File: src/source/esp_mmio_pkg.sv
package esp_mmio_pkg;

  // CPU side Wishbone classic request, 71 bits
  typedef struct packed {
    logic [31:0] adr;  // Byte address
    logic [31:0] dat;  // Write data
    logic [3:0]  sel;  // Byte lane enables
    logic        we;   // High for a write
    logic        stb;  // Strobe, raised with cyc
    logic        cyc;  // Bus cycle in progress
  } wb_req_t;

  // Wishbone response back to the master
  typedef struct packed {
    logic [31:0] dat;  // Read data, valid with ack
    logic        ack;  // Single cycle acknowledge
  } wb_rsp_t;

  // One register write from the ESP32 receiver
  typedef struct packed {
    logic        valid;  // Single cycle write strobe
    logic [4:0]  idx;    // Target register
    logic [31:0] data;   // Assembled word, MSB byte first on the wire
  } reg_wr_t;

  // Address map
  // RAM sits at the bottom of the space and must stay below the register window,
  // so RAM_WORDS is limited to 256 words
  localparam logic [31:0] RAM_BASE = 32'h0000_0000;

  // Register window, 32 words from 0x400 up to 0x47F
  // Address bits 6:2 pick the register
  localparam logic [31:0] REG_BASE = 32'h0000_0400;

  // Number of external registers
  localparam int REG_COUNT = 32;

  // Anything outside RAM and the register window is unmapped
  // and reads back as zero

endpackage

File: src/source/ext_register_file.sv
`timescale 1ns/1ns
`default_nettype none

module ext_register_file (
  input  logic                  clk,
  input  logic                  rst_n,
  input  esp_mmio_pkg::reg_wr_t reg_wr,   // Write port from the receiver
  input  logic                  rd_stb,   // Read request from the decoder
  input  logic [4:0]            rd_idx,   // Register to read
  output logic [31:0]           rd_data,  // Valid with rd_ack
  output logic                  rd_ack
);

  import esp_mmio_pkg::*;

  logic [31:0] regs [REG_COUNT]; // External register array
  logic [31:0] rd_data_q;
  logic        rd_ack_q;
  logic        rd_take;          // Read accepted this cycle

  // Write side, owned by the ESP32 receiver
  always_ff @(posedge clk or negedge rst_n) begin
    if (!rst_n) begin
      for (int i = 0; i < REG_COUNT; i++) begin
        regs[i] <= '0;
      end
    end else if (reg_wr.valid) begin
      regs[reg_wr.idx] <= reg_wr.data;
    end
  end

  // Strobe is held until ack, so only the first sampled cycle counts
  assign rd_take = rd_stb && !rd_ack_q;

  always_ff @(posedge clk or negedge rst_n) begin
    if (!rst_n) begin
      rd_ack_q <= 1'b0;
    end else begin
      rd_ack_q <= rd_take; // Drops again the cycle after
    end
  end

  // A write landing on the same edge shows up on the next read
  always_ff @(posedge clk) begin
    if (rd_take) begin
      rd_data_q <= regs[rd_idx];
    end
  end

  assign rd_data = rd_data_q;
  assign rd_ack  = rd_ack_q;

  // Ack must be the answer to a strobe from the decoder
  a_ack_after_stb : assert property (@(posedge clk) disable iff (!rst_n)
    rd_ack |-> $past(rd_stb));

endmodule

`default_nettype wire

File: config.mk
export PLATFORM = sky130hd
export DESIGN_NAME = ext_register_file
export DESIGN_NICKNAME = d
export VERILOG_FILES = /design/src/source/esp_mmio_pkg.sv /design/src/source/ext_register_file.sv
export SDC_FILE = /design/constraint.sdc
export NUM_CORES = 1
export LEC_CHECK = 0
export BUFFER_PORTS_ARGS = -buffer_cell sky130_fd_sc_hd__buf_4
export CAP_MARGIN = 15
export CORE_MARGIN = 1
export CORE_UTILIZATION = 59
export CTS_BUF_LIST = sky130_fd_sc_hd__clkbuf_4 sky130_fd_sc_hd__clkbuf_8
export DETAILED_ROUTE_END_ITERATION = 8
export HOLD_SLACK_MARGIN = 0.06
export PLACE_DENSITY = 0.79
export SYNTH_ARGS = -nofsm -noshare
export SYNTH_HDL_FRONTEND = slang
export SYNTH_SLANG_ARGS = --single-unit
File: constraint.sdc
create_clock -name clk -period 2.36 [get_ports clk]
set_input_delay 0.118 -clock clk [delete_from_list [all_inputs] [get_ports clk]]
set_output_delay 0.118 -clock clk [all_outputs]
set_load 0.01 [all_outputs]
======== After elaboration in Yosys (flattened, before gate mapping) ========
Cells that the tools add are included.
W data, S select, Z words.
cells by class
  magnitude comparators ................... 3
  equal/unequal tests ..................... 0
  mux-type cells .......................... 6
  shift-type cells ........................ 0
  bitwise operators ....................... 2
  divide/modulo/power cells ............... 0
  multiply operators ...................... 0
  $add $sub $neg .......................... 0
  reductions and logical operators ........ 3
operator list
  cell                  count
  $bwmux W1024          1
  $bmux W32 S5          1
  $demux W32 S5         1
  $mux W32              3
  $ge A6 B6 Y1 const B  2
  $not A5 Y6            2
  $lt A6 B1 Y1 const B  1
  $logic_and A1 B1 Y1   2
  $logic_not A1 Y1      1
word-level totals
  latch bits .............................. 0
  word-level logic and storage cells ...... 48
  register bits after elaboration ......... 1,057
  bits in writable memories ............... 0
  input port bits ......................... 46
  ROM bits ................................ 0
  memories kept ........................... 0
  output and inout port bits .............. 33

======== Logic depth before layout (Yosys ltp) ========
  depth after elaboration ................. 6
  mapped depth ............................ 8
  depth with buffers taken out ............ 5

======== Least setup slack after synthesis ========
No wires, ideal clock.
  path type ............................... reg2reg
  start ................................... register rd_ack_q (netlist: rd_ack)
  end ..................................... register rd_data_q[0] (netlist: rd_data[0]) (enable)
  cell stages (with the launch flop) ...... 2
  setup slack ............................. 43 ps
  setup time .............................. 426 ps
  data arrival time ....................... 1,891 ps
  data required time ...................... 1,934 ps
  period minus slack after synthesis ...... 2,317 ps
  path buffers ............................ 0
  path through ............................ dfrtp_1 > nor2b_1
between the ends
  longest elaborated chain between the ends .. 2
RTL lines
  element                 RTL line                 text
  from (decl)             ext_register_file.sv:18  logic rd_ack_q;
  from (signal assigned)  ext_register_file.sv:39  rd_ack_q <= rd_take;
  $logic_not A1 Y1        ext_register_file.sv:33  assign rd_take = rd_stb && !rd_ack_q;
  $logic_and A1 B1 Y1     ext_register_file.sv:33
  net rd_take             ext_register_file.sv:19  logic rd_take;
  to (signal assigned)    ext_register_file.sv:46  rd_data_q <= regs[rd_idx];
  to (decl)               ext_register_file.sv:17  logic [31:0] rd_data_q;
The timed path passes the listed nets, and every way through them passes these cells.
A chain may end at the register's enable or synchronous reset.

======== Worst setup path after layout ========
  start ................................... input port rd_idx[0]
  end ..................................... register rd_data_q[19] (netlist: rd_data[19]), data pin
between the ends
  longest elaborated chain between the ends .. 4
RTL lines
  element                                       RTL line                 text
  from (decl)                                   ext_register_file.sv:9   input logic [4:0] rd_idx,
  $not A5 Y6 (implied by the code)              ext_register_file.sv:46
  $bmux W32 S5                                  ext_register_file.sv:46
  $mux W32 (implied by the code) (2 in series)  ext_register_file.sv:46
No other way between the ends. The select of a mux whose other input is x is not followed.

==> flow_summary.ini <==
[drt]
drtIter0Drc = 2778
vias = 30670
via_per_inst = 6.394
drc = 0
drtAntennaViolNets = 0
wirelength_um = 131200
routedWlPerCell_um = 27.36
first_pass_iters = 8

[logic_synthesis]
syn_avg_cell_area_sq_um = 13.92
synth_mux_area_frac = 0.3436
syn-cell-area_sq_mm = 0.04847
synth_seq_cells = 1057
synth_area_leader_cell = dfrtp_1
syn-num-nets = 3527
synth_ff_type = dfrtp_1
synthAdderAreaFrac = 0
ys.warnings.count = 0
synth_top_area_share = 0.5292
synth_top_family_by_area = multiplexers
postSynthCellCount = 3481
ys_seq_area_frac = 0.5490
synth_compound_area_frac = 0.04047
synth_edf_count = 32
synth_xor_area_frac = 0
async_reset_ff_frac = 0.9697
yosys-top-cells-area = dfrtp_1, mux2_2, mux2i_1, edfxtp_1, a22oi_1
yosys.area_share.simple = 0.02935
ys_types = 29

[finish]
drive_above_1_share = 0.4150
finalNetCount = 3643
final_cell_mix = dfrtp_1, mux2_2, mux2i_1
syn2layout_area_growth_pct = 12.50
fin_area_sq_mm = 0.05453
final_common_cell = dfrtp_1

[place]
gp_congestion = 0.8157
post-dp-hpwl_um = 74600
preCtsSetupSlack_ns = 0.2923
place_area_sq_mm = 0.05045
port_buffers = 78

[timing]
fin_tns_setup_ns = 0
max_slew_margin = 0.2762
maxSlewViolCount = 0
finClkSkew_ns = 0.04182
setup_viol = 0
rsz0062_at_grt = no
worst_slew_pin_slew_ns = 1.082
finalHoldViolCount = 0
period_minus_slack_ns = 2.180
timing.fmax_ghz = 0.4586
fin_ws_ns = 0.1797
period_share = 0.9239

[floorplan]
ios = 79
core-area_sq_mm = 0.08094
dieArea_sq_mm = 0.08331
start_util = 0.5989
dieWidth_um = 288.6
die_h_um = 288.6
rows = 104

[global_route]
grt_usage = 0.3219
grt_pass1_vias = 32810
grt_max_degree = 104
gr-total-overflow = 0
grt_pass1_wl_um = 200100
antenna_found_initial = 7

[worst_setup_path]
worstPathArrival_ns = 2.73
path_max_fanout = 14
worstSetupStartpointType = input port
critPathMaxStageDelay_ns = 0.62
crit_slowest_cell = dlygate4sd3_1
cp_common_cell = buf_4
endpoint_kind = flop
path_cells = dlygate4sd3_1 -> buf_4 -> nor2b_4 -> dlygate4sd3_1 -> buf_12 -> buf_4 -> buf_4 -> a22oi_1 -> a31oi_1 -> nand3_1
crit_required_ns = 2.91
crit_type = input port to flop

[hold_path]
hold_path_class = input port to async pin

[pwr]
ir_worst_vdd_v = 0.0005119
leakagePower_nw = 25.75
p_per_area_mw_per_mm2 = 867.2

[clocking]
cts.path.max_buffers = 3
htreeDepth = 4
cts_tree = done
numCtsBuffers = 169
clk_latency_ns = 0.84
clkTransAtPathRegs_ns = 0.06
cts-root-buf = clkbuf_8
cts_sinks = 1057
post_cts_buffers = 0

[job]
maxCapViolCount = 0

[status]
outcome = finished clean
## synth_stat cells, drive strengths merged, types with 2 or more instances
| master | count |
|---|---|
| a21oi | 96 |
| a22o | 64 |
| a22oi | 96 |
| a31oi | 32 |
| buf | 172 |
| clkbuf | 146 |
| dfrtp | 1025 |
| edfxtp | 32 |
| mux2 | 1024 |
| mux2i | 512 |
| nand2 | 114 |
| nand2b | 2 |
| nand3 | 98 |
| nand3b | 4 |
| nor2 | 18 |
| nor2b | 3 |
| nor3 | 33 |
| nor3b | 4 |
| or2 | 2 |
## timing repair
item                                    CTS  global route
hold buffers                             49             0
resized for setup                         0             0
endpoints found under the hold margin  2104             0
## critical path: cells and delay by family
kind / cells / cell delay (ns)
and+or+nand+nor: 2 / 0.29
AOI/OAI and AO/OA: 2 / 0.37
buffers and inverters: 6 / 1.93
## flip-flops by register name, summed over array words and instances, names as in the netlist
| name | flops |
|---|---|
| regs | 1024 |
| rd_data | 32 |
| rd_ack | 1 |
## path summary, 6_finish.rpt
path,from,endpoint,slack [ns],cells past startpoint
worst max-delay path,rd_idx[0],rd_data[19],0.18,10
worst min-delay path,rst_n,regs[589],0.11,3
worst max register to register,regs[137],rd_data[9],0.69,5
worst min register to register,regs[18],regs[18],0.48,1
max in group asynchronous,rst_n,regs[328],0.81,3
min in group clk,rd_idx[3],rd_data[18],0.23,5
## report_power, final
| group | internal, W | switching (W) |
|---|---|---|
| clock network | 0.00911 | 0.00723 |
| registers | 0.0217 | 0.00192 |
| logic | 0.00406 | 0.00325 |
## cells by family (layout without fill, tap and decap cells)
kind of cell	count (synthesis)	in the layout
flip-flops	1057	1057
AO/OA/AOI/OAI	288	288
buffers and inverters	318	562
multiplexers	1536	1536
AND/OR/NAND/NOR	282	282
other	0	11
## metrics by stage
stage                     total power, W  hold WS (ns)  std cells  utilization
final                            0.04729        0.1130       4796       0.6738
after global routing             0.04930        0.1081       4795       0.6737
after floorplan                  0.02856       -0.1776       3481            -
after CTS                        0.04745       0.06447       4785       0.6734
after detailed placement         0.03106       0.08687       4437       0.6234
after global placement           0.03032       0.08603       4437       0.6234
## routing by layer
metal,share of wire,GRT usage,routed length (um)
met1,0.43,0.4459,56590
met2,0.47,0.5010,61140
met3,0.072,0.06856,9386
met4,0.031,0.1218,4075
met5,0.00011,0,14
## final cells by class
class | instances | area [sq um]
Clock inverter | 21 | 191.4
Fill cell | 5546 | 26400
Timing Repair Buffer | 263 | 2888
Antenna cell | 11 | 27.53
Clock buffer | 278 | 3369
Multi-Input combinational cell | 2106 | 20120
Tap cell | 1060 | 1326
Sequential cell | 1057 | 26610
No activity file was read; power rests on OpenSTA's default activity.
