`config.mk`:
```
export PLATFORM = sky130hd
export DESIGN_NAME = mmio_decoder
export DESIGN_NICKNAME = d
export VERILOG_FILES = /design/src/source/esp_mmio_pkg.sv /design/src/source/mmio_decoder.sv
export SDC_FILE = /design/constraint.sdc
export NUM_CORES = 1
export LEC_CHECK = 0
export BUFFER_PORTS_ARGS = -buffer_cell sky130_fd_sc_hd__buf_2
export CORE_AREA = 10 10 88 90
export CTS_CLUSTER_SIZE = 28
export DETAILED_ROUTE_END_ITERATION = 10
export DIE_AREA = 0 0 98 100
export PLACE_DENSITY = 0.7
export SKIP_CTS_REPAIR_TIMING = 1
export SLEW_MARGIN = 20
export SYNTH_ARGS = -nofsm -noshare
export SYNTH_HDL_FRONTEND = slang
export SYNTH_SLANG_ARGS = --single-unit
export TNS_END_PERCENT = 20
```
`constraint.sdc`:
```
create_clock -name clk -period 1.2 [get_ports clk]
set_clock_uncertainty 0.2 [all_clocks]
set_input_delay 0.06 -clock clk [delete_from_list [all_inputs] [get_ports clk]]
set_output_delay 0.06 -clock clk [all_outputs]
set_load 0.05 [all_outputs]
```
`src/source/esp_mmio_pkg.sv`:
```
package esp_mmio_pkg;

  // CPU side Wishbone classic request, 71 bits
  typedef struct packed {
    logic [31:0] adr;  // Byte address
    logic [31:0] dat;  // Write data
    logic [3:0]  sel;  // Byte lane enables
    logic        we;   // High for a write
    logic        stb;  // Strobe, raised with cyc
    logic        cyc;  // Bus cycle in progress
  } wb_req_t;

  // Wishbone response back to the master
  typedef struct packed {
    logic [31:0] dat;  // Read data, valid with ack
    logic        ack;  // Single cycle acknowledge
  } wb_rsp_t;

  // One register write from the ESP32 receiver
  typedef struct packed {
    logic        valid;  // Single cycle write strobe
    logic [4:0]  idx;    // Target register
    logic [31:0] data;   // Assembled word, MSB byte first on the wire
  } reg_wr_t;

  // Address map
  // RAM sits at the bottom of the space and must stay below the register window,
  // so RAM_WORDS is limited to 256 words
  localparam logic [31:0] RAM_BASE = 32'h0000_0000;

  // Register window, 32 words from 0x400 up to 0x47F
  // Address bits 6:2 pick the register
  localparam logic [31:0] REG_BASE = 32'h0000_0400;

  // Number of external registers
  localparam int REG_COUNT = 32;

  // Anything outside RAM and the register window is unmapped
  // and reads back as zero

endpackage

```
`src/source/mmio_decoder.sv`:
```
`timescale 1ns/1ns
`default_nettype none

module mmio_decoder #(
  parameter int RAM_WORDS = 256
) (
  input  logic                  clk,
  input  logic                  rst_n,
  input  esp_mmio_pkg::wb_req_t cpu_req,  // From the CPU
  output esp_mmio_pkg::wb_rsp_t cpu_rsp,
  output esp_mmio_pkg::wb_req_t ram_req,  // Toward the data RAM
  input  esp_mmio_pkg::wb_rsp_t ram_rsp,
  output logic                  rd_stb,   // Toward the register file
  output logic [4:0]            rd_idx,
  input  logic [31:0]           rd_data,
  input  logic                  rd_ack
);

  import esp_mmio_pkg::*;

  localparam logic [31:0] RAM_BYTES = 32'(RAM_WORDS * 4);
  localparam logic [31:0] REG_BYTES = 32'(REG_COUNT * 4);

  // RAM has to end below the register window
  if (RAM_WORDS > 256) begin : g_ram_size_check
    $error("RAM_WORDS %0d overlaps the register window", RAM_WORDS);
  end

  logic        req;          // Active bus cycle
  logic [31:0] ram_off;      // Offset into the RAM region
  logic [31:0] reg_off;      // Offset into the register window
  logic        in_ram;
  logic        in_reg;
  logic        local_hit;    // Access answered here
  logic        local_ack_q;

  assign req     = cpu_req.cyc && cpu_req.stb;
  assign ram_off = cpu_req.adr - RAM_BASE;
  assign reg_off = cpu_req.adr - REG_BASE;
  assign in_ram  = ram_off < RAM_BYTES;   // Wraps high below the base
  assign in_reg  = reg_off < REG_BYTES;

  // RAM region, forwarded as is with a local address
  always_comb begin
    ram_req     = cpu_req;
    ram_req.adr = ram_off;
    ram_req.stb = cpu_req.stb && in_ram;
  end

  // Register window is read only from the CPU
  assign rd_stb = req && in_reg && !cpu_req.we;
  assign rd_idx = reg_off[6:2];

  // Dropped register writes and unmapped space
  assign local_hit = req && ((in_reg && cpu_req.we) || (!in_ram && !in_reg));

  always_ff @(posedge clk or negedge rst_n) begin
    if (!rst_n) begin
      local_ack_q <= 1'b0;
    end else begin
      local_ack_q <= local_hit && !local_ack_q; // Same single cycle ack as the slaves
    end
  end

  // Only one source acks at a time, so the acks steer the data
  always_comb begin
    cpu_rsp.ack = ram_rsp.ack || rd_ack || local_ack_q;
    if (ram_rsp.ack) begin
      cpu_rsp.dat = ram_rsp.dat;
    end else if (rd_ack) begin
      cpu_rsp.dat = rd_data;
    end else begin
      cpu_rsp.dat = '0; // Local acks read zero
    end
  end

  // Regions never overlap
  a_one_strobe : assert property (@(posedge clk) disable iff (!rst_n)
    !(ram_req.stb && rd_stb));

  // RAM, register file and local ack never answer together
  a_one_ack_source : assert property (@(posedge clk) disable iff (!rst_n)
    $onehot0({ram_rsp.ack, rd_ack, local_ack_q}));

  // Whatever region answered, the CPU sees a one cycle ack
  a_cpu_ack_pulse : assert property (@(posedge clk) disable iff (!rst_n)
    cpu_rsp.ack |=> !cpu_rsp.ack);

endmodule

`default_nettype wire

```
After elaboration in Yosys (flattened, before gate mapping)
Cells that the tools add are included.

operators by class
  multiplexer cells = 2
  $lt $le $gt $ge = 2
  add/sub/neg operators = 1
  reduce and logical (&&, ||, !) cells = 15

operator list
  kind                                                                            number
  32-bit two-way mux                                                              2
  32-bit by 11-bit less-than comparator with 1-bit output, second input constant  1
  32-bit by 8-bit less-than comparator with 1-bit output, second input constant   1
  32-bit by 11-bit subtractor with 32-bit output, second input constant           1
  1-bit logical AND                                                               8
  1-bit zero test                                                                 4
  1-bit logical OR                                                                3

storage, ports and cells
  logic and storage cells = 21
  bits in registers = 1
  output and inout bits = 110
  input bits = 139

Depth between registers and ports, before layout
Gate-level depths: netlist of the first run.

  depth in word-level cells = 7
  gate-level depth with buffers = 4

Least setup slack after synthesis of the first run
Ideal clock, no wire load.

  path type = input-to-output
  start = input ram_rsp[0] (netlist name)
  end = output cpu_rsp[20] (netlist name)
  arrival time = 1.534 ns
  data required time = 0.940 ns
  buffers on the path = 2
  slack = -0.594 ns
  stages = 3
  path through = clkbuf_1 > clkbuf_1 > o21ai_0

RTL lines
  item             RTL line            RTL
  start, declared  mmio_decoder.sv:12  input esp_mmio_pkg::wb_rsp_t ram_rsp,
  end, declared    mmio_decoder.sv:10  output esp_mmio_pkg::wb_rsp_t cpu_rsp,

Final worst setup path of the first run
  start = input cpu_req[70] (netlist name)
  end = output rd_stb

on the way
  longest elaborated chain between the ends = 4

RTL lines
  item                                                    RTL line            RTL
  start, declared                                         mmio_decoder.sv:9   input esp_mmio_pkg::wb_req_t cpu_req,
  32-bit by 11-bit subtractor with 32-bit output          mmio_decoder.sv:39  assign reg_off = cpu_req.adr - REG_BASE;
  32-bit by 8-bit less-than comparator with 1-bit output  mmio_decoder.sv:41  assign in_reg = reg_off < REG_BYTES;
  1-bit logical AND (2 in a row)                          mmio_decoder.sv:51  assign rd_stb = req && in_reg && !cpu_req.we;
  end, declared                                           mmio_decoder.sv:13  output logic rd_stb,

No other way between the ends.

==> results.py, run 1 <==
metrics = {
    "placement": {
        "gp_congestion": 0.736,
        "post_dp_cell_area_mm2": 0.00163,
        "place.detailed.hpwl_um": 4950,
        "dp_worst_setup_slack_ns": -0.504,
        "port_buffers": 157,
    },
    "pwr": {
        "total_switching_power_w": 0.00103,
        "p_int_w": 0.000480,
        "power.share.clock": 0,
        "static-leakage-power_nw": 1.14,
        "cellPowerDensity_mw_per_mm2": 691,
        "power.share.combinational": 0.973,
        "power.share.sequential": 0.027,
        "vdd.ir_drop.worst_v": 0.000395,
        "switching_share": 0.682,
    },
    "clock_network": {
        "later_pin_clock_latency_in_the_skew_report_ns": 0,
        "path_clk_slew_ns": 0,
    },
    "global_route": {
        "grt_overflow": 0,
        "grt_first_pass_wirelength_um": 7860,
        "grt_start_max_net_pins": 21,
        "grt_util_all_layers": 0.0931,
        "number_of_antenna_violations_at_the_first_check_in_global_routing": 0,
        "first_global_vias": 1442,
    },
    "drt": {
        "avgRoutedWirePerCell_um": 19.4,
        "drcViolationCount": 0,
        "drt-vias-per-instance": 4.29,
        "detail_route.wirelength_um": 7040,
        "drt_pre_antenna_iters": 4,
        "vias": 1554,
        "drt-initial-drc-count": 24,
        "postRouteAntennaNets": 0,
    },
    "sta": {
        "highest_attainable_clock_frequency_mhz": 606,
        "timing_worst_slew_pin_value_ns": 1.03,
        "relSlewSlack": 0.311,
        "fin_ws_ns": -0.450,
        "fin_tns_setup_ns": -4.40,
        "hold_violations": 0,
        "rsz0062_at_grt": "yes",
        "setup-violations-final": 14,
        "finalCritPeriodShare": 1.37,
        "drv_slew": 0,
        "post-route-min-period_ns": 1.65,
    },
    "run_status": {
        "status": "finished with violations",
        "violations": "setup timing",
    },
    "logic_synthesis": {
        "synth.top_cell.area_share": 0.514,
        "synthSimpleGateAreaFrac": 0.143,
        "synth.net_count": 287,
        "synth_compound_area_frac": 0.296,
        "syn-mean-instance-area_um2": 7.40,
        "synthTopCellsByArea": "buf_4 51%, a22o_1 25%, nor4_1 4.0%",
        "synthXorXnorAreaFrac": 0,
        "mappedNetlistArea_mm2": 0.00109,
        "synth.area.mux_share": 0,
        "synth_cell_types": 22,
        "synth-seq-area-share": 0.0229,
        "ys_seq_elements": 1,
        "synth_top_area_cell": "buf_4",
        "share_of_synthesized_cell_area_in_full_adder_half_adder_and_majority_cells": 0,
        "yosys_warns": 0,
        "synth_top_family_by_area": "buffers and inverters",
        "number_of_standard_cells_after_synthesis": 148,
    },
    "worst_setup_path": {
        "worstRegToRegCells": 3,
        "path_class": "in -> out",
        "cp_cell_sequence": "buf_6 > or4_4 > nor4_4 > o2111a_2 > buf_8",
        "worst-path-max-fanout": 3,
        "worstPathArrival_ns": 1.39,
        "cp_startpoint_kind": "input port",
        "cp_slowest_stage_delay_ns": 0.56,
        "crit_required_ns": 0.94,
        "cpMaxStageDelayCell": "or4_4",
        "setup.worst_path.end_class": "output port",
    },
    "worst_hold_path": {
        "hold_path.class": "in -> async",
    },
    "finish": {
        "final_core_utilization": 0.356,
        "area_added_between_synthesis_and_finish_pct": 99.5,
        "max_flop_register": "local_ack_q",
        "drive_gt1_frac": 0.768,
        "final_cell_area_mm2": 0.00218,
        "largest_register_ffs": 1,
        "final_cell_mix": "148 x buf_2, 44 x dlygate4sd3_1, 28 x a22o_2",
        "top_regs": "local_ack_q: 1 flops",
        "layout.cells.most_common": "buf_2",
        "antenna_cells": 0,
        "num-nets-final": 426,
    },
    "die": {
        "fp.dieW_um": 98,
        "ioPinCount": 249,
        "initial_core_utilization": 0.179,
        "die-area_mm2": 0.00980,
        "rows": 29,
        "core_area_mm2": 0.00613,
        "die-height_um": 100,
    },
    "flow_run": {
        "drv.max_cap_violation_count": 0,
    },
}
## through the flow
stage	hold slack, ns	std cells	power, W
after floorplan	-0.436	148	0.00118
after global placement	-0.364	317	0.00104
after detailed placement	-0.362	317	0.00105
after CTS	-0.362	317	0.00105
after global routing	0.216	362	0.00157
final	0.196	362	0.00151
## cell usage after synthesis
| cell | n |
|---|---|
| or4_4 | 1 |
| buf_4 | 75 |
| nor3_1 | 3 |
| o21ai_0 | 1 |
| or3_1 | 1 |
| o41ai_1 | 1 |
| clkbuf_1 | 7 |
| o31ai_1 | 1 |
| nor4_1 | 7 |
| nand3_1 | 1 |
| nand4b_1 | 1 |
| and2_1 | 1 |
| a211oi_1 | 1 |
| o22ai_1 | 2 |
| a22o_1 | 31 |
| o2111a_1 | 1 |
| nor4b_1 | 2 |
| nor2b_1 | 1 |
| or2_2 | 1 |
| nor2_1 | 3 |
| dfrtp_1 | 1 |
| nand2_1 | 5 |
## cell families after synthesis
family	count (synthesis)
compound gates	38
buf+inv	82
flops	1
simple gates	27
## worst max-delay path, delay by kind of cell
| family | cells | cell delay (ns) |
|---|---|---|
| and+or+nand+nor | 2 | 0.84 |
| AOI/OAI and AO/OA | 1 | 0.25 |
| buffers and inverters | 2 | 0.23 |
## path summary, 6_finish.rpt
kind,startpoint,endpoint,slack [ns]
setup / recovery,cpu_req[70],rd_stb,-0.45
hold / removal,rst_n,local_ack_q,0.20
setup reg to reg,local_ack_q,local_ack_q,0.11
hold reg to reg,local_ack_q,local_ack_q,0.40
max in group asynchronous,rst_n,local_ack_q,0.52
min in group clk,cpu_req[70],ram_req[70],0.21
## cell type report
class | count | area (um2)
multi-input combinational | 65 | 632
sequential | 1 | 25.0
timing repair buffer | 219 | 1430
tap | 77 | 96.3
fill | 637 | 3950
## power groups by stage
stage	logic, W	registers [W]	clock network (W)
6_report	0.00147	0.0000402	0
5_1_grt	0.00153	0.0000415	0
4_1_cts	0.00101	0.0000409	0
3_5_place_dp	0.00101	0.0000409	0
3_3_place_gp	0.000999	0.0000409	0
2_1_floorplan	0.00114	0.0000386	0
## routing by layer
layer | share of wire | wire [um] | GRT usage | vias to the layer above
met5 | 0 | 0 | 0 | -
met2 | 0.56 | 3920 | 0.163 | 119
met3 | 0.11 | 744 | 0.0639 | 4
li1 | - | - | - | 741
met4 | 0.0051 | 36 | 0.00224 | 0
met1 | 0.33 | 2340 | 0.0947 | 690
Note: power is estimated with default switching activity, not from simulation.
==> inputs of run 2 (changes only) <==
--- a/config.mk
+++ b/config.mk
@@ -5,13 +5,12 @@
 export SDC_FILE = /design/constraint.sdc
 export NUM_CORES = 1
 export LEC_CHECK = 0
-export BUFFER_PORTS_ARGS = -buffer_cell sky130_fd_sc_hd__buf_2
+export BUFFER_PORTS_ARGS = -buffer_cell sky130_fd_sc_hd__clkbuf_2
 export CORE_AREA = 10 10 88 90
 export CTS_CLUSTER_SIZE = 28
 export DETAILED_ROUTE_END_ITERATION = 10
 export DIE_AREA = 0 0 98 100
 export PLACE_DENSITY = 0.7
-export SKIP_CTS_REPAIR_TIMING = 1
 export SLEW_MARGIN = 20
 export SYNTH_ARGS = -nofsm -noshare
 export SYNTH_HDL_FRONTEND = slang
==> run 2 against run 1 <==
Effect of this change:
- the flow still finishes with violations (setup timing)
- sequential power is essentially flat
- sequential share of layout area shrank 0.20 points
- utilization is 7.4 points higher
- fmax is 1.8% higher
- hold slack worse by 0.00075 ns
- largest cell class unchanged
==> results.py, run 2 (synthesis results as in run 1) <==
metrics = {
    "sta": {
        "highest_attainable_clock_frequency_mhz": 617,
        "rsz0062_at_grt": "yes",
        "fin_ws_ns": -0.421,
        "drv_slew": 0,
        "finalCritPeriodShare": 1.35,
        "setup-violations-final": 3,
        "hold_violations": 0,
        "relSlewSlack": 0.329,
        "timing_worst_slew_pin_value_ns": 1.01,
        "post-route-min-period_ns": 1.62,
        "fin_tns_setup_ns": -1.09,
    },
    "worst_setup_path": {
        "timing.critical_path.max_delay_family": "simple AND/OR/NAND/NOR gates",
        "crit_required_ns": 0.94,
        "cp_cell_sequence": "buf_6 > or4_4 > nor4_4 > o2111a_2 > buf_12",
        "cpMaxStageDelayCell": "or4_4",
        "worst-path-max-fanout": 4,
        "cp_startpoint_kind": "input port",
        "worstPathArrival_ns": 1.36,
        "crit_buf_inv": 2,
        "setup.worst_path.end_class": "output port",
        "cp_slowest_stage_delay_ns": 0.57,
        "path_class": "in -> out",
    },
    "drt": {
        "vias": 1594,
        "avgRoutedWirePerCell_um": 21.0,
        "drt_pre_antenna_iters": 4,
        "drcViolationCount": 0,
        "drt-vias-per-instance": 4.42,
        "postRouteAntennaNets": 0,
        "drt-initial-drc-count": 24,
        "detail_route.wirelength_um": 7570,
    },
    "finish": {
        "max_flop_register": "local_ack_q",
        "final_core_utilization": 0.430,
        "num-nets-final": 425,
        "fillerInstances": 594,
        "final_cell_mix": "121 x clkbuf_2, 35 x dlygate4sd3_1, 35 x buf_12",
        "area_added_between_synthesis_and_finish_pct": 141,
        "largest_register_ffs": 1,
        "layout.cells.most_common": "clkbuf_2",
        "drive_gt1_frac": 0.757,
        "top_regs": "local_ack_q: 1 flops",
        "antenna_cells": 0,
    },
    "die": {
        "rows": 29,
        "core_area_mm2": 0.00613,
        "die-area_mm2": 0.00980,
        "ioPinCount": 249,
        "fp.dieW_um": 98,
        "initial_core_utilization": 0.179,
        "die-height_um": 100,
    },
    "flow_run": {
        "drv.max_cap_violation_count": 0,
    },
    "pwr": {
        "static-leakage-power_nw": 1.38,
        "cellPowerDensity_mw_per_mm2": 687,
        "vdd.ir_drop.worst_v": 0.000383,
    },
    "placement": {
        "port_buffers": 157,
        "place.detailed.hpwl_um": 5450,
        "gp_congestion": 0.745,
    },
    "global_route": {
        "grt_first_pass_wirelength_um": 10600,
        "first_global_vias": 1801,
        "grt_overflow": 0,
        "number_of_antenna_violations_at_the_first_check_in_global_routing": 0,
        "grt_util_all_layers": 0.129,
        "grt_start_max_net_pins": 29,
    },
    "clock_network": {
        "path_clk_slew_ns": 0,
        "later_pin_clock_latency_in_the_skew_report_ns": 0,
    },
    "run_status": {
        "violations": "setup timing",
        "status": "finished with violations",
    },
    "worst_hold_path": {
        "hold_path.class": "in -> async",
    },
}
-- run 2: cell types whose count changed in the layout (fill, tap and decap cells not counted) --
| cell | before | now |
|---|---|---|
| buf_12 | 2 | 35 |
| buf_2 | 148 | 1 |
| buf_4 | 15 | 16 |
| buf_6 | 4 | 1 |
| buf_8 | 1 | 0 |
| clkbuf_2 | 0 | 121 |
| clkbuf_4 | 5 | 0 |
| dlygate4sd3_1 | 44 | 35 |
| dlymetal6s4s_1 | 0 | 9 |
| nor4_1 | 2 | 4 |
| nor4_2 | 2 | 0 |
| o41ai_1 | 0 | 1 |
| o41ai_2 | 1 | 0 |
-- run 2: cell type report --
cell class	instances	area, um2	share of cell area
repair buffers	218	1910	0.722
well taps	77	96.3	0.0365
multi-input cells	65	612	0.232
flip-flops and latches	1	25.0	0.00948
-- run 2: timing repair --
item                                   in CTS  in global routing
gates resized for setup                     1                 16
gates cloned                                0                  0
setup endpoints to repair                   3                 28
pin swaps                                   2                  1
setup buffers                               0                  0
endpoints found under the hold margin      49                  0
hold buffers                               44                  0
-- run 2: worst paths after layout --
kind                                   from           to  slack, ns  cells after the start
worst max-delay path            cpu_req[68]       rd_stb      -0.42                      5
worst min-delay path                  rst_n  local_ack_q       0.20                      2
max in group asynchronous             rst_n  local_ack_q       0.51                      2
worst min register to register  local_ack_q  local_ack_q       0.49                      4
worst max register to register  local_ack_q  local_ack_q       0.01                      4
min in group clk                 cpu_req[2]   ram_req[2]       0.23                      2
-- run 2: per-stage QoR --
stage	power, W	hold slack (ns)	setup WS (ns)	instances	instance area, um2
after floorplan	0.00118	-0.436	-0.214	148	1190
after global placement	0.00135	-0.355	-0.377	317	2130
after detailed placement	0.00136	-0.354	-0.440	317	2130
after CTS	0.00181	0.215	-0.438	361	2580
after global routing	0.00187	0.226	-0.456	361	2640
final	0.00181	0.195	-0.421	361	2640
-- run 2: routing by layer --
metal | wire (um) | track usage
met1 | 2450 | 0.124
met2 | 4390 | 0.269
met3 | 711 | 0.0419
met4 | 27 | 0.00559
met5 | 0 | 0
-- run 2: report_power, final --
group,total [W],internal (W),switching [W]
logic,0.00177,0.000690,0.00108
registers,0.0000401,0.0000377,0.00000239
clock network,0,0,0
total,0.00181,0.000728,0.00109
