File: src/source/esp_mmio_pkg.sv
package esp_mmio_pkg;

  // CPU side Wishbone classic request, 71 bits
  typedef struct packed {
    logic [31:0] adr;  // Byte address
    logic [31:0] dat;  // Write data
    logic [3:0]  sel;  // Byte lane enables
    logic        we;   // High for a write
    logic        stb;  // Strobe, raised with cyc
    logic        cyc;  // Bus cycle in progress
  } wb_req_t;

  // Wishbone response back to the master
  typedef struct packed {
    logic [31:0] dat;  // Read data, valid with ack
    logic        ack;  // Single cycle acknowledge
  } wb_rsp_t;

  // One register write from the ESP32 receiver
  typedef struct packed {
    logic        valid;  // Single cycle write strobe
    logic [4:0]  idx;    // Target register
    logic [31:0] data;   // Assembled word, MSB byte first on the wire
  } reg_wr_t;

  // Address map
  // RAM sits at the bottom of the space and must stay below the register window,
  // so RAM_WORDS is limited to 256 words
  localparam logic [31:0] RAM_BASE = 32'h0000_0000;

  // Register window, 32 words from 0x400 up to 0x47F
  // Address bits 6:2 pick the register
  localparam logic [31:0] REG_BASE = 32'h0000_0400;

  // Number of external registers
  localparam int REG_COUNT = 32;

  // Anything outside RAM and the register window is unmapped
  // and reads back as zero

endpackage

File: src/source/esp_byte_receiver.sv
`timescale 1ns/1ns
`default_nettype none

module esp_byte_receiver (
  input  logic                  clk,
  input  logic                  rst_n,
  input  logic [7:0]            esp_data,   // Byte from the ESP32
  input  logic                  esp_valid,  // One cycle per byte
  input  logic                  esp_frame,  // High with the index byte
  output esp_mmio_pkg::reg_wr_t reg_wr,     // To the external register file
  output logic                  esp_busy    // Frame in progress
);

  import esp_mmio_pkg::*;

  localparam int IDX_W = $clog2(REG_COUNT);

  // Frame control
  logic             busy_q;     // Index seen, data bytes pending
  logic [1:0]       data_cnt;   // Data bytes taken so far
  logic             idx_byte;   // Current byte starts a frame
  logic             take_data;  // Current byte is a data byte
  logic             last_byte;  // Fourth data byte

  // Frame payload
  logic [IDX_W-1:0] idx_q;      // Captured register index
  logic [23:0]      acc_q;      // First three data bytes, shifted in MSB first

  // Outgoing write
  logic             wr_valid_q;
  logic [IDX_W-1:0] wr_idx_q;
  logic [31:0]      wr_data_q;

  // An index byte always wins, even in the middle of a frame
  assign idx_byte  = esp_valid && esp_frame;
  assign take_data = esp_valid && !esp_frame && busy_q; // Stray bytes while idle are dropped
  assign last_byte = take_data && (data_cnt == 2'd3);

  always_ff @(posedge clk or negedge rst_n) begin
    if (!rst_n) begin
      busy_q     <= 1'b0;
      data_cnt   <= '0;
      wr_valid_q <= 1'b0;
    end else begin
      wr_valid_q <= last_byte; // One pulse per completed frame
      if (idx_byte) begin
        busy_q   <= 1'b1;
        data_cnt <= '0;        // Partial frame discarded
      end else if (take_data) begin
        data_cnt <= data_cnt + 2'd1; // Wraps back to zero on the last byte
        if (last_byte) begin
          busy_q <= 1'b0;      // Falls with the write
        end
      end
    end
  end

  always_ff @(posedge clk) begin
    if (idx_byte) begin
      idx_q <= esp_data[IDX_W-1:0]; // Upper index bits ignored
    end
    if (take_data) begin
      acc_q <= {acc_q[15:0], esp_data};
    end
    if (last_byte) begin
      wr_idx_q  <= idx_q;
      wr_data_q <= {acc_q, esp_data}; // Last byte is the LSB
    end
  end

  assign reg_wr   = '{valid: wr_valid_q, idx: wr_idx_q, data: wr_data_q};
  assign esp_busy = busy_q;

  // Back to back frames need at least five bytes, so writes never touch
  a_wr_single : assert property (@(posedge clk) disable iff (!rst_n)
    wr_valid_q |=> !wr_valid_q);

endmodule

`default_nettype wire

File: config.mk
export PLATFORM = sky130hd
export DESIGN_NAME = esp_byte_receiver
export DESIGN_NICKNAME = d
export VERILOG_FILES = /design/src/source/esp_mmio_pkg.sv /design/src/source/esp_byte_receiver.sv
export SDC_FILE = /design/constraint.sdc
export NUM_CORES = 1
export LEC_CHECK = 0
export ABC_AREA = 0
export BUFFER_PORTS_ARGS = -buffer_cell sky130_fd_sc_hd__buf_2
export CAP_MARGIN = 30
export CORE_MARGIN = 2
export CORE_UTILIZATION = 51
export DETAILED_ROUTE_END_ITERATION = 7
export PLACE_DENSITY = 0.87
export SLEW_MARGIN = 20
export SYNTH_ARGS = -nofsm -noshare
export SYNTH_HDL_FRONTEND = slang
export SYNTH_SLANG_ARGS = --single-unit
File: constraint.sdc
create_clock -name clk -period 5.7 [get_ports clk]
set_clock_uncertainty 0.2 [all_clocks]
set_input_delay 1.14 -clock clk [delete_from_list [all_inputs] [get_ports clk]]
set_output_delay 1.14 -clock clk [all_outputs]
set_load 0.03 [all_outputs]
### Word-level counts from Yosys, hierarchy flattened

Cells that the tools add are included.

* $add $sub $neg: 1
* equality and inequality tests: 1
* mux-type cells: 5
* reduce and logical (&&, ||, !) cells: 8

Operators by type and width (number)
* 1-bit logical AND: 4
* 2-bit 2-to-1 mux: 2
* 2-bit nonzero test: 2
* 1-bit 2-to-1 mux: 3
* 2-bit by 1-bit adder with 2-bit output (second input constant): 1
* 2-bit == test (second input constant): 1
* 2-bit AND reduction: 1
* 1-bit zero test: 1

* flip-flop bits (word level): 70
* input bits: 12

### Depth between registers and ports, before layout

Gate-level depths: netlist (run 1).

* word-level depth: 7
* gate-level depth with buffers: 3

### Worst setup path after synthesis (run 1)

Ideal clock, no wire load.

* path kind: input to register
* start point: input port esp_valid
* end point: register wr_data_q[0], enable pin
* setup time: 487 ps
* arrival time: 4037 ps
* data required time: 5013 ps
* setup slack: 976 ps
* cell stages on the path: 2
* path through: nand2_1 -> nor3b_1

* cells in the longest elaborated chain, start to end: 3

RTL lines
* start, declared: RTL line esp_byte_receiver.sv:8 `input logic esp_valid,`
* 1-bit logical AND (2 in series): RTL line esp_byte_receiver.sv:36 `assign take_data = esp_valid && !esp_frame && busy_q;`
* 1-bit logical AND: RTL line esp_byte_receiver.sv:37 `assign last_byte = take_data && (data_cnt == 2'd3);`
* net last_byte: RTL line esp_byte_receiver.sv:23 `logic last_byte;`
* end signal, assigned: RTL line esp_byte_receiver.sv:67 `wr_data_q <= {acc_q, esp_data};`
* end, declared: RTL line esp_byte_receiver.sv:32 `logic [31:0] wr_data_q;`

The timed path passes the listed nets, and every way through them passes these cells.
A chain may end at the register's enable or synchronous reset.

### Worst setup path in the final report (run 1)

* start point: register busy_q, in the netlist esp_busy
* end point: output port esp_busy

RTL lines
* start, declared: RTL line esp_byte_receiver.sv:19 `logic busy_q;`
* start signal, assigned: RTL line esp_byte_receiver.sv:41 `busy_q <= 1'b0;`
* start signal, assigned: RTL line esp_byte_receiver.sv:47 `busy_q <= 1'b1;`
* start signal, assigned: RTL line esp_byte_receiver.sv:52 `busy_q <= 1'b0;`
* end, declared: RTL line esp_byte_receiver.sv:11 `output logic esp_busy`

No word-level cell between the ends.

==> results of run 1 <==
## placed cells by master (no fill, tap or decap)
cell type	count
dfrtp_1	4
nor3b_2	1
nand2_1	2
buf_4	1
clkinv_1	3
o221ai_1	1
nor2_2	1
inv_1	1
edfxtp_1	66
and2_2	1
a21o_1	1
nand3_1	1
o311ai_1	1
buf_8	1
clkinv_2	2
ha_1	1
nand2b_1	1
clkbuf_1	1
or3b_1	2
buf_2	50
clkinvlp_4	1
clkbuf_8	9
## per-stage QoR
step                      hold slack, ps  std cells
after detailed placement             205        186
after global placement               202        185
after floorplan                      200         85
final                                219        202
after global routing                 226        202
after CTS                            221        202
## cell type report
| cell class | instances | area, um2 |
|---|---|---|
| Clock buffer | 10 | 128 |
| Clock inverter | 6 | 28.8 |
| Fill cell | 266 | 1380 |
| Inverter | 1 | 3.75 |
| Multi-Input combinational cell | 13 | 100 |
| Sequential cell | 70 | 2080 |
| Tap cell | 50 | 62.6 |
| Timing Repair Buffer | 52 | 273 |
## flip-flops by register name (all words and copies together), names as in the netlist
| register | cells |
|---|---|
| wr_data_q | 32 |
| acc_q | 24 |
| data_cnt | 2 |
| esp_busy | 1 |
| wr_idx_q | 5 |
| wr_valid_q | 1 |
| idx_q | 5 |
## routing by layer
| metal | up-vias | GRT usage, % | routed length [um] |
|---|---|---|---|
| met5 | - | 0 | 0 |
| met4 | 0 | 10.5 | 64 |
| met3 | 5 | 8.28 | 219 |
| met2 | 40 | 23.9 | 1710 |
| met1 | 487 | 17.1 | 1340 |
| li1 | 463 | - | - |
## power by group
part	leakage [uW]	internal (uW)	switching (uW)
Clock	0.0000786	152	157
Sequential	0.000654	594	13.2
Combinational	0.000246	17.5	38.0
Total	0.000978	763	209
## worst paths after layout
check	from	to	slack, ps
worst max register to register	esp_busy	acc_q[1]	3870
worst max-delay path	esp_busy	esp_busy	3360
worst min register to register	acc_q[18]	wr_data_q[26]	220
max in group asynchronous	rst_n	wr_valid_q	4760
min in group asynchronous	rst_n	data_cnt[1]	410
worst min-delay path	acc_q[18]	wr_data_q[26]	220
## worst register-to-register path, stage by stage, from the launching register on
cell and delay, ps:
dfrtp_1 440, nand2_1 140, nor2_2 510, buf_8 250
## cells by family after synthesis
group,Yosys count,synth area share (%)
flip-flops,70,95.2
AND/OR/NAND/NOR,9,2.52
AO/OA/AOI/OAI,3,1.15
buffers and inverters,2,0.515
adder cells (fa/ha/maj),1,0.572
==> summary.txt, run 1 <==
Floorplan
  • Number of core rows: 23
  • Die width: 69.5 um
  • Die Area: 4830 um2
  • Effective utilization at floorplan: 53.9%
  • Die height: 69.5 um
  • Core ar.: 4060 um2
  • Ports: 51

Setup path
  • Reg2Reg Depth: 3
  • Slowest-stage cell, CP: dfrtp_1
  • Crit. End Element: output port
  • Critical path buffers and inverters: 1
  • Worst Path Required: 4360 ps
  • Critical path class: register to output port
  • Cell Chain, Critical Path: buf_2
  • CP delay by family, top: flip-flops
  • Crit path depth: 1
  • Slowest stage delay, CP: 440 ps
  • Crit Path Max Fanout: 6
  • CP Launch Type: register
  • Arrival @ worst endpoint: 1000 ps

GRT
  • Pin count of the biggest net entering global routing: 39
  • GRT overflow: 0
  • Tot GR Track Use: 15.7%
  • First-pass GRT wire length: 5220 um
  • Vias in the first global route: 1,020
  • Initial antenna violation count: 0

Logic synthesis
  • Synthesis-stage register bit count: 70
  • YS warnings: 0
  • Mapped cell area: 2190 um2
  • Ys flop type: edfxtp_1
  • Synth Area per Inst: 25.7 um2
  • Cells after Synth: 85
  • Syn_nets: 98
  • Top-count cell post-synth: edfxtp_1
  • Post-synth top cells: edfxtp_1, dfrtp_1, nand2_1, or3b_1
  • Number of flops mapped to enable cells by yosys: 66
  • Post-synthesis sequential area ratio: 95.2%
  • Ranking of synthesized cells by area: edfxtp_1, dfrtp_1, or3b_1, ha_1, o221ai_1
  • Synth top area share: 90.7%
  • Leading area contributor after synthesis: edfxtp_1
  • FFs w/ async S/R, synth: 5.71%
  • Synth cell types: 15

Timing
  • Pins over their slew limit: 0
  • Crit path time final: 2340 ps
  • Worst Tran Pin Value: 635 ps
  • Max-Slew Margin vs Limit: 57.6%
  • Hold violation total from the final report: 0
  • Maximum operating frequency: 428 MHz
  • RSZ-0062 raised after global routing: no
  • PnR worst setup slack: 3360 ps
  • Setup Viol. Count Final: 0
  • Setup TNS: 0 ps
  • Crit share post-route: 41.0%

Final layout
  • Core Util, Final: 66.0%
  • Final #Nets: 160
  • Cell area after layout: 2680 um2
  • Share of cells above drive strength 1: 44.1%
  • ANT cells: 0
  • Synth-to-Final Area Change: 22.5%

Routing
  • WL per Instance: 16.5 um
  • Vias per cell: 4.93
  • DRT iter0 DRCs: 57
  • DRC violations left: 0
  • Antenna Violating Nets Remaining: 0
  • Vias: 995
  • Pre-Repair DR Iteration Count: 4
  • Drt total wl: 3340 um

Clock tree
  • CTS Buf Count: 9
  • TritonCTS clock tree: yes
  • H-tree lvl count: 3
  • PostCTS Resize Cnt: 0
  • Root Buffer: clkbuf_8
  • Clock Latency Late Sink: 320 ps
  • Post-CTS Setup Bufs: 0
  • Clk pin slew, worst setup/hold paths: 60 ps
  • Maximum clock path buffer count: 2
  • Clock sinks: 70
  • CTS Hold Bufs: 0

Power and ir drop
  • Total power: 971 uW
  • Lkg Pwr: 0.000978 uW
  • Pwr/cell area: 363 nW/um2
  • Max IR drop VDD: 291 uV

Outcome
  • Run status: complete, no violations

Placed design
  • Place WS: 3040 ps
  • Post-place instance area: 2520 um2
  • Post-DP HPWL: 2330 um
  • Routability congestion estimate: 0.692
  • IO buf count: 50

Hold path
  • WHS Path Cells: 0
  • Class of the worst hold path: register to register

Job
  • Total of max-cap violations: 0
Note: power is estimated with default switching activity, not from simulation.
==> run 2: changes to the inputs <==
Settings changed: ABC_AREA 0 to 1, CORE_UTILIZATION 51 to 46, PLACE_DENSITY 0.87 to 0.84.
Clock period 5.7 ns to 2.14 ns, I/O delays scaled along.
==> run 2 against run 1 <==
  * Cell count is 5.9% higher
  * Via count increased by 0.30%
  * Wire length decreased by 7.5%
  * Synthesized cell count rose by 7.1%
  * Flip-flop and latch count unchanged
  * Power rose to 2.6 times the previous value
  * Critical endpoint is now wr_data_q[29]
==> summary.txt, run 2 <==
Final layout
  • Share of cells above drive strength 1: 43.1% (was 44.1%)
  • ANT cells: 0 (unchanged)
  • Cell area after layout: 2730 um2 (was 2680 um2)
  • Most frequent cells in the layout: edfxtp_1, buf_2, clkbuf_8, nand2_1, inv_1 (was edfxtp_1, buf_2, clkbuf_8, dfrtp_1, clkinv_1)
  • Final #Nets: 168 (was 160)
  • # fillers: 340 (was 266)
  • Max FFs per register: 32 (unchanged)
  • Synth-to-Final Area Change: 24.9% (was 22.5%)
  • Commonest non-fill, non-tap cell in the layout: edfxtp_1 (unchanged)
  • Top Registers: wr_data_q x32, acc_q x24 (unchanged)
  • Largest Register: wr_data_q (unchanged)

Placed design
  • Post-place instance area: 2550 um2 (was 2520 um2)
  • Post-DP HPWL: 2150 um (was 2330 um)
  • IO buf count: 50 (unchanged)
  • Routability congestion estimate: 0.696 (was 0.692)

Logic synthesis
  • Top-count cell post-synth: edfxtp_1 (unchanged)
  • Ys flop type: edfxtp_1 (unchanged)
  • Number of flops mapped to enable cells by yosys: 66 (unchanged)
  • Synth Area per Inst: 24.1 um2 (was 25.7 um2)
  • Synthesis-stage register bit count: 70 (unchanged)
  • Cells after Synth: 91 (was 85)
  • Post-synth top cells: edfxtp_1, nand2_1, inv_1 (was edfxtp_1, dfrtp_1, nand2_1, or3b_1)
  • Ranking of synthesized cells by area: edfxtp_1, dfrtp_1, nand2_1, inv_1, ha_1 (was edfxtp_1, dfrtp_1, or3b_1, ha_1, o221ai_1)
  • YS warnings: 0 (unchanged)
  • Mapped cell area: 2190 um2 (about the same)
  • Syn_nets: 104 (was 98)
  • Leading area contributor after synthesis: edfxtp_1 (unchanged)
  • Synth cell types: 11 (was 15)
  • Synth top area share: 90.5% (was 90.7%)
  • FFs w/ async S/R, synth: 5.71% (unchanged)
  • Post-synthesis sequential area ratio: 95.1% (was 95.2%)

Power and ir drop
  • Lkg Pwr: 0.00104 uW (was 0.000978 uW)
  • Pwr/cell area: 936 nW/um2 (was 363 nW/um2)
  • Total power: 2560 uW (was 971 uW)
  • Max IR drop VDD: 381 uV (was 291 uV)

Floorplan
  • Die height: 73.0 um (was 69.5 um)
  • Number of core rows: 25 (was 23)
  • Die Area: 5330 um2 (was 4830 um2)
  • Die width: 73.0 um (was 69.5 um)
  • Core ar.: 4660 um2 (was 4060 um2)
  • Ports: 51 (unchanged)
  • Effective utilization at floorplan: 47.0% (was 53.9%)

Job
  • Total of max-cap violations: 0 (unchanged)

Clock tree
  • TritonCTS clock tree: yes (unchanged)
  • Clock Latency Late Sink: 320 ps (about the same)
  • Clock sinks: 70 (unchanged)
  • Maximum clock path buffer count: 2 (unchanged)
  • H-tree lvl count: 3 (unchanged)
  • Clk pin slew, worst setup/hold paths: 60 ps (about the same)
  • Root Buffer: clkbuf_8 (unchanged)
  • PostCTS Resize Cnt: 0 (unchanged)
  • CTS Buf Count: 9 (unchanged)

Setup path
  • Critical path launch point: data_cnt[0] (was esp_busy)
  • Crit Reg-Reg Endpoint: wr_data_q[29] (was acc_q[1])
  • CP endpoint: wr_data_q[29] (was esp_busy)
  • Reg2Reg Depth: 4 (was 3)
  • Worst Path Required: 1960 ps (was 4360 ps)
  • Crit Path Max Fanout: 32 (was 6)
  • Reg2reg start: data_cnt[0] (was esp_busy)
  • Crit. End Element: register (was output port)
  • FF-to-FF setup slack: 550 ps (was 3870 ps)
  • CP Launch Type: register (unchanged)
  • Arrival @ worst endpoint: 1410 ps (was 1000 ps)
  • Critical path class: register to register (was register to output port)

Routing
  • DRC violations left: 0 (unchanged)
  • Drt total wl: 3090 um (was 3340 um)
  • Vias per cell: 4.66 (was 4.93)
  • DRT iter0 DRCs: 79 (was 57)
  • Pre-Repair DR Iteration Count: 4 (unchanged)
  • WL per Instance: 14.4 um (was 16.5 um)
  • Vias: 998 (was 995)
  • Antenna Violating Nets Remaining: 0 (unchanged)

Timing
  • Setup TNS: 0 ps (unchanged)
  • Maximum operating frequency: 628 MHz
  • Crit path time final: 1590 ps
  • RSZ-0062 raised after global routing: no (unchanged)
  • Setup Viol. Count Final: 0 (unchanged)
  • Max-Slew Margin vs Limit: 77.8% (was 57.6%)
  • Pins over their slew limit: 0 (unchanged)
  • Worst Tran Pin Value: 333 ps (was 635 ps)
  • Crit share post-route: 74.4%
  • Hold violation total from the final report: 0 (unchanged)

GRT
  • First-pass GRT wire length: 4670 um (was 5220 um)
  • Pin count of the biggest net entering global routing: 33 (was 39)
  • Tot GR Track Use: 12.6% (was 15.7%)
  • Initial antenna violation count: 0 (unchanged)
  • GRT overflow: 0 (unchanged)
  • Vias in the first global route: 987 (was 1,020)

Hold path
  • Class of the worst hold path: input port to register (was register to register)
  • Min-delay src: esp_data[7] (was acc_q[18])

Outcome
  • Run status: complete, no violations (unchanged)
## run 2: cells by family after synthesis
logic type	Yosys count	synth area share [%]
compound gates	2	0.571
fa+ha+maj	1	0.571
buf+inv	6	1.20
flops	70	95.1
simple gates	12	2.57
## run 2: per-stage QoR
stage	utilization (%)	setup slack (ps)	hold WS (ps)	instances
global route	58.7	482	82.6	214
CTS	58.7	538	83.9	214
floorplan	-	-21.8	-67.6	91
global placement	54.8	534	39.7	197
finish	58.7	549	95.9	214
detailed placement	54.8	475	44.6	197
## run 2: final cells by class
type	instances	area [um2]	share of cell area, %
timing repair buffer	54	295	10.8
tap	54	67.6	2.47
clock buffer	14	163	5.95
inverter	5	18.8	0.686
multi-input combinational	15	97.6	3.57
clock inverter	2	8.76	0.320
sequential	70	2080	76.2
## run 2: how the worst min path moves through the flow
stage	end	slack (ps)	cells after the start
floorplan	data_cnt[0]	-70	0
global placement	data_cnt[1]	40	1
detailed placement	data_cnt[0]	40	1
CTS	acc_q[5]	80	1
global route	acc_q[7]	80	1
finish	acc_q[7]	100	1
## run 2: routing by layer
layer  part of all wire (%)  global-route usage [%]  vias to the layer above
met1                     41                    14.6                      474
met5                      0                       0                        -
met3                    7.4                    4.70                        9
met2                     50                    19.4                       43
met4                    2.0                    8.64                        0
li1                       -                       -                      472
## run 2: power by group
group	switching [uW]	internal [uW]
Clock	412	480
Combinational	68.0	28.8
Sequential	19.1	1550
## run 2: timing repair
| action | in CTS | in global routing |
|---|---|---|
| hold buffers | 1 | 0 |
| endpoints found under the hold margin | 4 | 0 |
| setup buffers | 0 | 0 |
## run 2: critical path, cell delays in order (launching register included)
cell and delay [ps]:
dfrtp_1 370, ha_1 150, inv_1 80, nor3_4 240
buf_12 240
==> run 3: changes to the inputs <==
Settings changed: CORE_UTILIZATION 46 to 51, PLACE_DENSITY 0.84 to 0.87.
Clock period 2.14 ns to 1.5 ns, I/O delays scaled along.
==> run 3 against run 2 <==
  * Flip-flop and latch count unchanged
  * Sequential share of layout area decreased by 4.2 points
  * Maximum frequency increased by 1.5%
  * The run now ends with setup timing left
  * Design area increased by 5.8%
  * Die area decreased by 9.3%
  * Setup slack got worse by 620 ps
  * Combinational power increased by 100%
==> summary.txt, run 3 (synthesized netlist as in run 2, its figures left out) <==
GRT
  • GRT overflow: 0 (unchanged)
  • Pin count of the biggest net entering global routing: 26 (was 33)
  • First-pass GRT wire length: 5520 um (was 4670 um)
  • Vias in the first global route: 1,103 (was 987)
  • Initial antenna violation count: 0 (unchanged)
  • Tot GR Track Use: 16.2% (was 12.6%)

Setup path
  • Crit. End Element: register (unchanged)
  • Arrival @ worst endpoint: 1400 ps (was 1410 ps)
  • Reg2Reg Depth: 5 (was 4)
  • CP Launch Type: register (unchanged)
  • Crit Path Max Fanout: 14 (was 32)
  • Slowest-stage cell, CP: dfrtp_1 (unchanged)
  • CP delay by family, top: flip-flops (unchanged)
  • Critical path buffers and inverters: 3 (was 2)
  • Crit path depth: 5 (was 4)
  • Worst Path Required: 1340 ps (was 1960 ps)
  • Slowest stage delay, CP: 360 ps (was 370 ps)
  • Critical path class: register to register (unchanged)
  • Cell Chain, Critical Path: ha_1 > inv_2 > nor3_4 > buf_6 > buf_12 (was ha_1 > inv_1 > nor3_4 > buf_12)

Routing
  • WL per Instance: 15.7 um (was 14.4 um)
  • DRC violations left: 0 (unchanged)
  • Drt total wl: 3550 um (was 3090 um)
  • Vias per cell: 4.81 (was 4.66)
  • Antenna Violating Nets Remaining: 0 (unchanged)
  • Pre-Repair DR Iteration Count: 4 (unchanged)
  • Met3 wire len: 213 um (was 229 um)
  • DRT iter0 DRCs: 33 (was 79)
  • Vias: 1,086 (was 998)
  • Max Used Layer: met4 (unchanged)
  • Wl on met1: 1450 um (was 1250 um)
  • Routed wl met2: 1780 um (was 1540 um)

Power and ir drop
  • Max IR drop VDD: 976 uV (was 381 uV)
  • Lkg Pwr: 0.00111 uW (was 0.00104 uW)
  • Pwr/cell area: 1250 nW/um2 (was 936 nW/um2)
  • Net Sw Frac: 20.5% (was 19.5%)
  • Comb power frac: 5.4% (was 3.8%)
  • Reg power frac: 62.0% (was 61.4%)
  • Total power: 3610 uW (was 2560 uW)
  • P_sw: 740 uW (was 500 uW)
  • Clock Power Share: 32.6% (was 34.9%)
  • Internal Power: 2870 uW (was 2060 uW)

Floorplan
  • Effective utilization at floorplan: 54.0% (was 47.0%)
  • Die Area: 4830 um2 (was 5330 um2)
  • Die height: 69.5 um (was 73.0 um)
  • Ports: 51 (unchanged)
  • Core ar.: 4060 um2 (was 4660 um2)
  • Number of core rows: 23 (was 25)
  • Die width: 69.5 um (was 73.0 um)

Final layout
  • Largest Register: wr_data_q (unchanged)
  • Max FFs per register: 32 (unchanged)
  • Commonest non-fill, non-tap cell in the layout: edfxtp_1 (unchanged)
  • Synth-to-Final Area Change: 32.1% (was 24.9%)
  • # fillers: 261 (was 340)
  • Non-filler cells in the finished layout: 226 (was 214)
  • Register area: 2080 um2 (unchanged)
  • Final #Nets: 184 (was 168)
  • Top Registers: wr_data_q x32, acc_q x24 (unchanged)
  • Cell area after layout: 2890 um2 (was 2730 um2)
  • Most frequent cells in the layout: edfxtp_1, buf_2, nand2_1, clkbuf_8, dlygate4sd3_1 (was edfxtp_1, buf_2, clkbuf_8, nand2_1, inv_1)
  • Share of cells above drive strength 1: 44.3% (was 43.1%)
  • ANT cells: 0 (unchanged)
  • Area of the multi-input gates: 97.6 um2 (unchanged)

Clock tree
  • H-tree lvl count: 3 (unchanged)
  • Clk pin slew, worst setup/hold paths: 60 ps (about the same)
  • Root Buffer: clkbuf_8 (unchanged)
  • Maximum clock path buffer count: 2 (unchanged)
  • Clock Latency Late Sink: 320 ps (about the same)
  • CTS Buf Count: 9 (unchanged)
  • Clock sinks: 70 (unchanged)
  • TritonCTS clock tree: yes (unchanged)

Placed design
  • Post-place instance area: 2600 um2 (was 2550 um2)
  • Routability congestion estimate: 0.752 (was 0.696)
  • # placed instances: 198 (was 197)
  • Post-DP HPWL: 2390 um (was 2150 um)
  • Place WS: -153 ps (was 475 ps)
  • IO buf count: 50 (unchanged)

Timing
  • Max-Slew Margin vs Limit: 85.4% (was 77.8%)
  • Worst Tran Pin Value: 218 ps (was 333 ps)
  • Setup Viol. Count Final: 37 (was 0)
  • PnR worst setup slack: -67.3 ps (was 549 ps)
  • Hold violation total from the final report: 0 (unchanged)
  • RSZ-0062 raised after global routing: yes (was no)
  • Crit share post-route: 104% (was 74.4%)
  • Crit path time final: 1570 ps (was 1590 ps)
  • Maximum operating frequency: 638 MHz (was 628 MHz)
  • Pins over their slew limit: 0 (unchanged)

Outcome
  • Failing checks: setup timing
  • Run status: finished with violations (was complete, no violations)

Hold path
  • Class of the worst hold path: input port to asynchronous set/reset pin (was input port to register)

Job
  • Total of max-cap violations: 0 (unchanged)
## run 3: path summary, 6_finish.rpt
check,to,startpoint,slack (ps)
worst max-delay path,wr_idx_q[2],data_cnt[1],-70
worst min-delay path,data_cnt[0],rst_n,110
worst max register to register,wr_idx_q[2],data_cnt[1],-70
worst min register to register,wr_idx_q[3],idx_q[3],220
max in group asynchronous,esp_busy,rst_n,850
min in group clk,esp_busy,esp_frame,120
## run 3: area by class of cell
cell class	count	area share [%]
timing repair buffer	70	16.4
tap	50	2.16
clock buffer	10	4.41
inverter	5	0.649
clock inverter	6	0.995
sequential	70	72.0
multi-input combinational	15	3.38
## run 3: through the flow
stage	TNS, ps	utilization (%)	hold slack (ps)
global placement	-954	64.0	-93.5
finish	-1930	71.3	113
detailed placement	-3950	64.0	-91.2
global route	-3040	71.3	103
CTS	-1490	71.3	84.1
floorplan	-26420	-	-196
## run 3: what timing repair did
item	in CTS	in global routing
gates cloned	1	0
hold buffers	9	0
hold endpoints to repair	25	0
resized for setup	9	0
pin swaps	1	1
endpoints found under the setup margin	38	37
buffers inserted	3	0
## run 3: power by group through the flow
| stage | sequential [uW] | clock (uW) | combinational, uW |
|---|---|---|---|
| global placement | 2270 | 0 | 152 |
| finish | 2240 | 1180 | 195 |
| global route | 2250 | 1300 | 209 |
| floorplan | 2300 | 0 | 50.9 |
| CTS | 2240 | 1210 | 196 |
| detailed placement | 2280 | 0 | 165 |
## run 3: per-layer routing
layer | GRT usage [%] | up-vias
li1 | - | 505
met1 | 18.6 | 533
met2 | 25.6 | 38
met3 | 6.25 | 10
met4 | 9.80 | 0
met5 | 0 | -
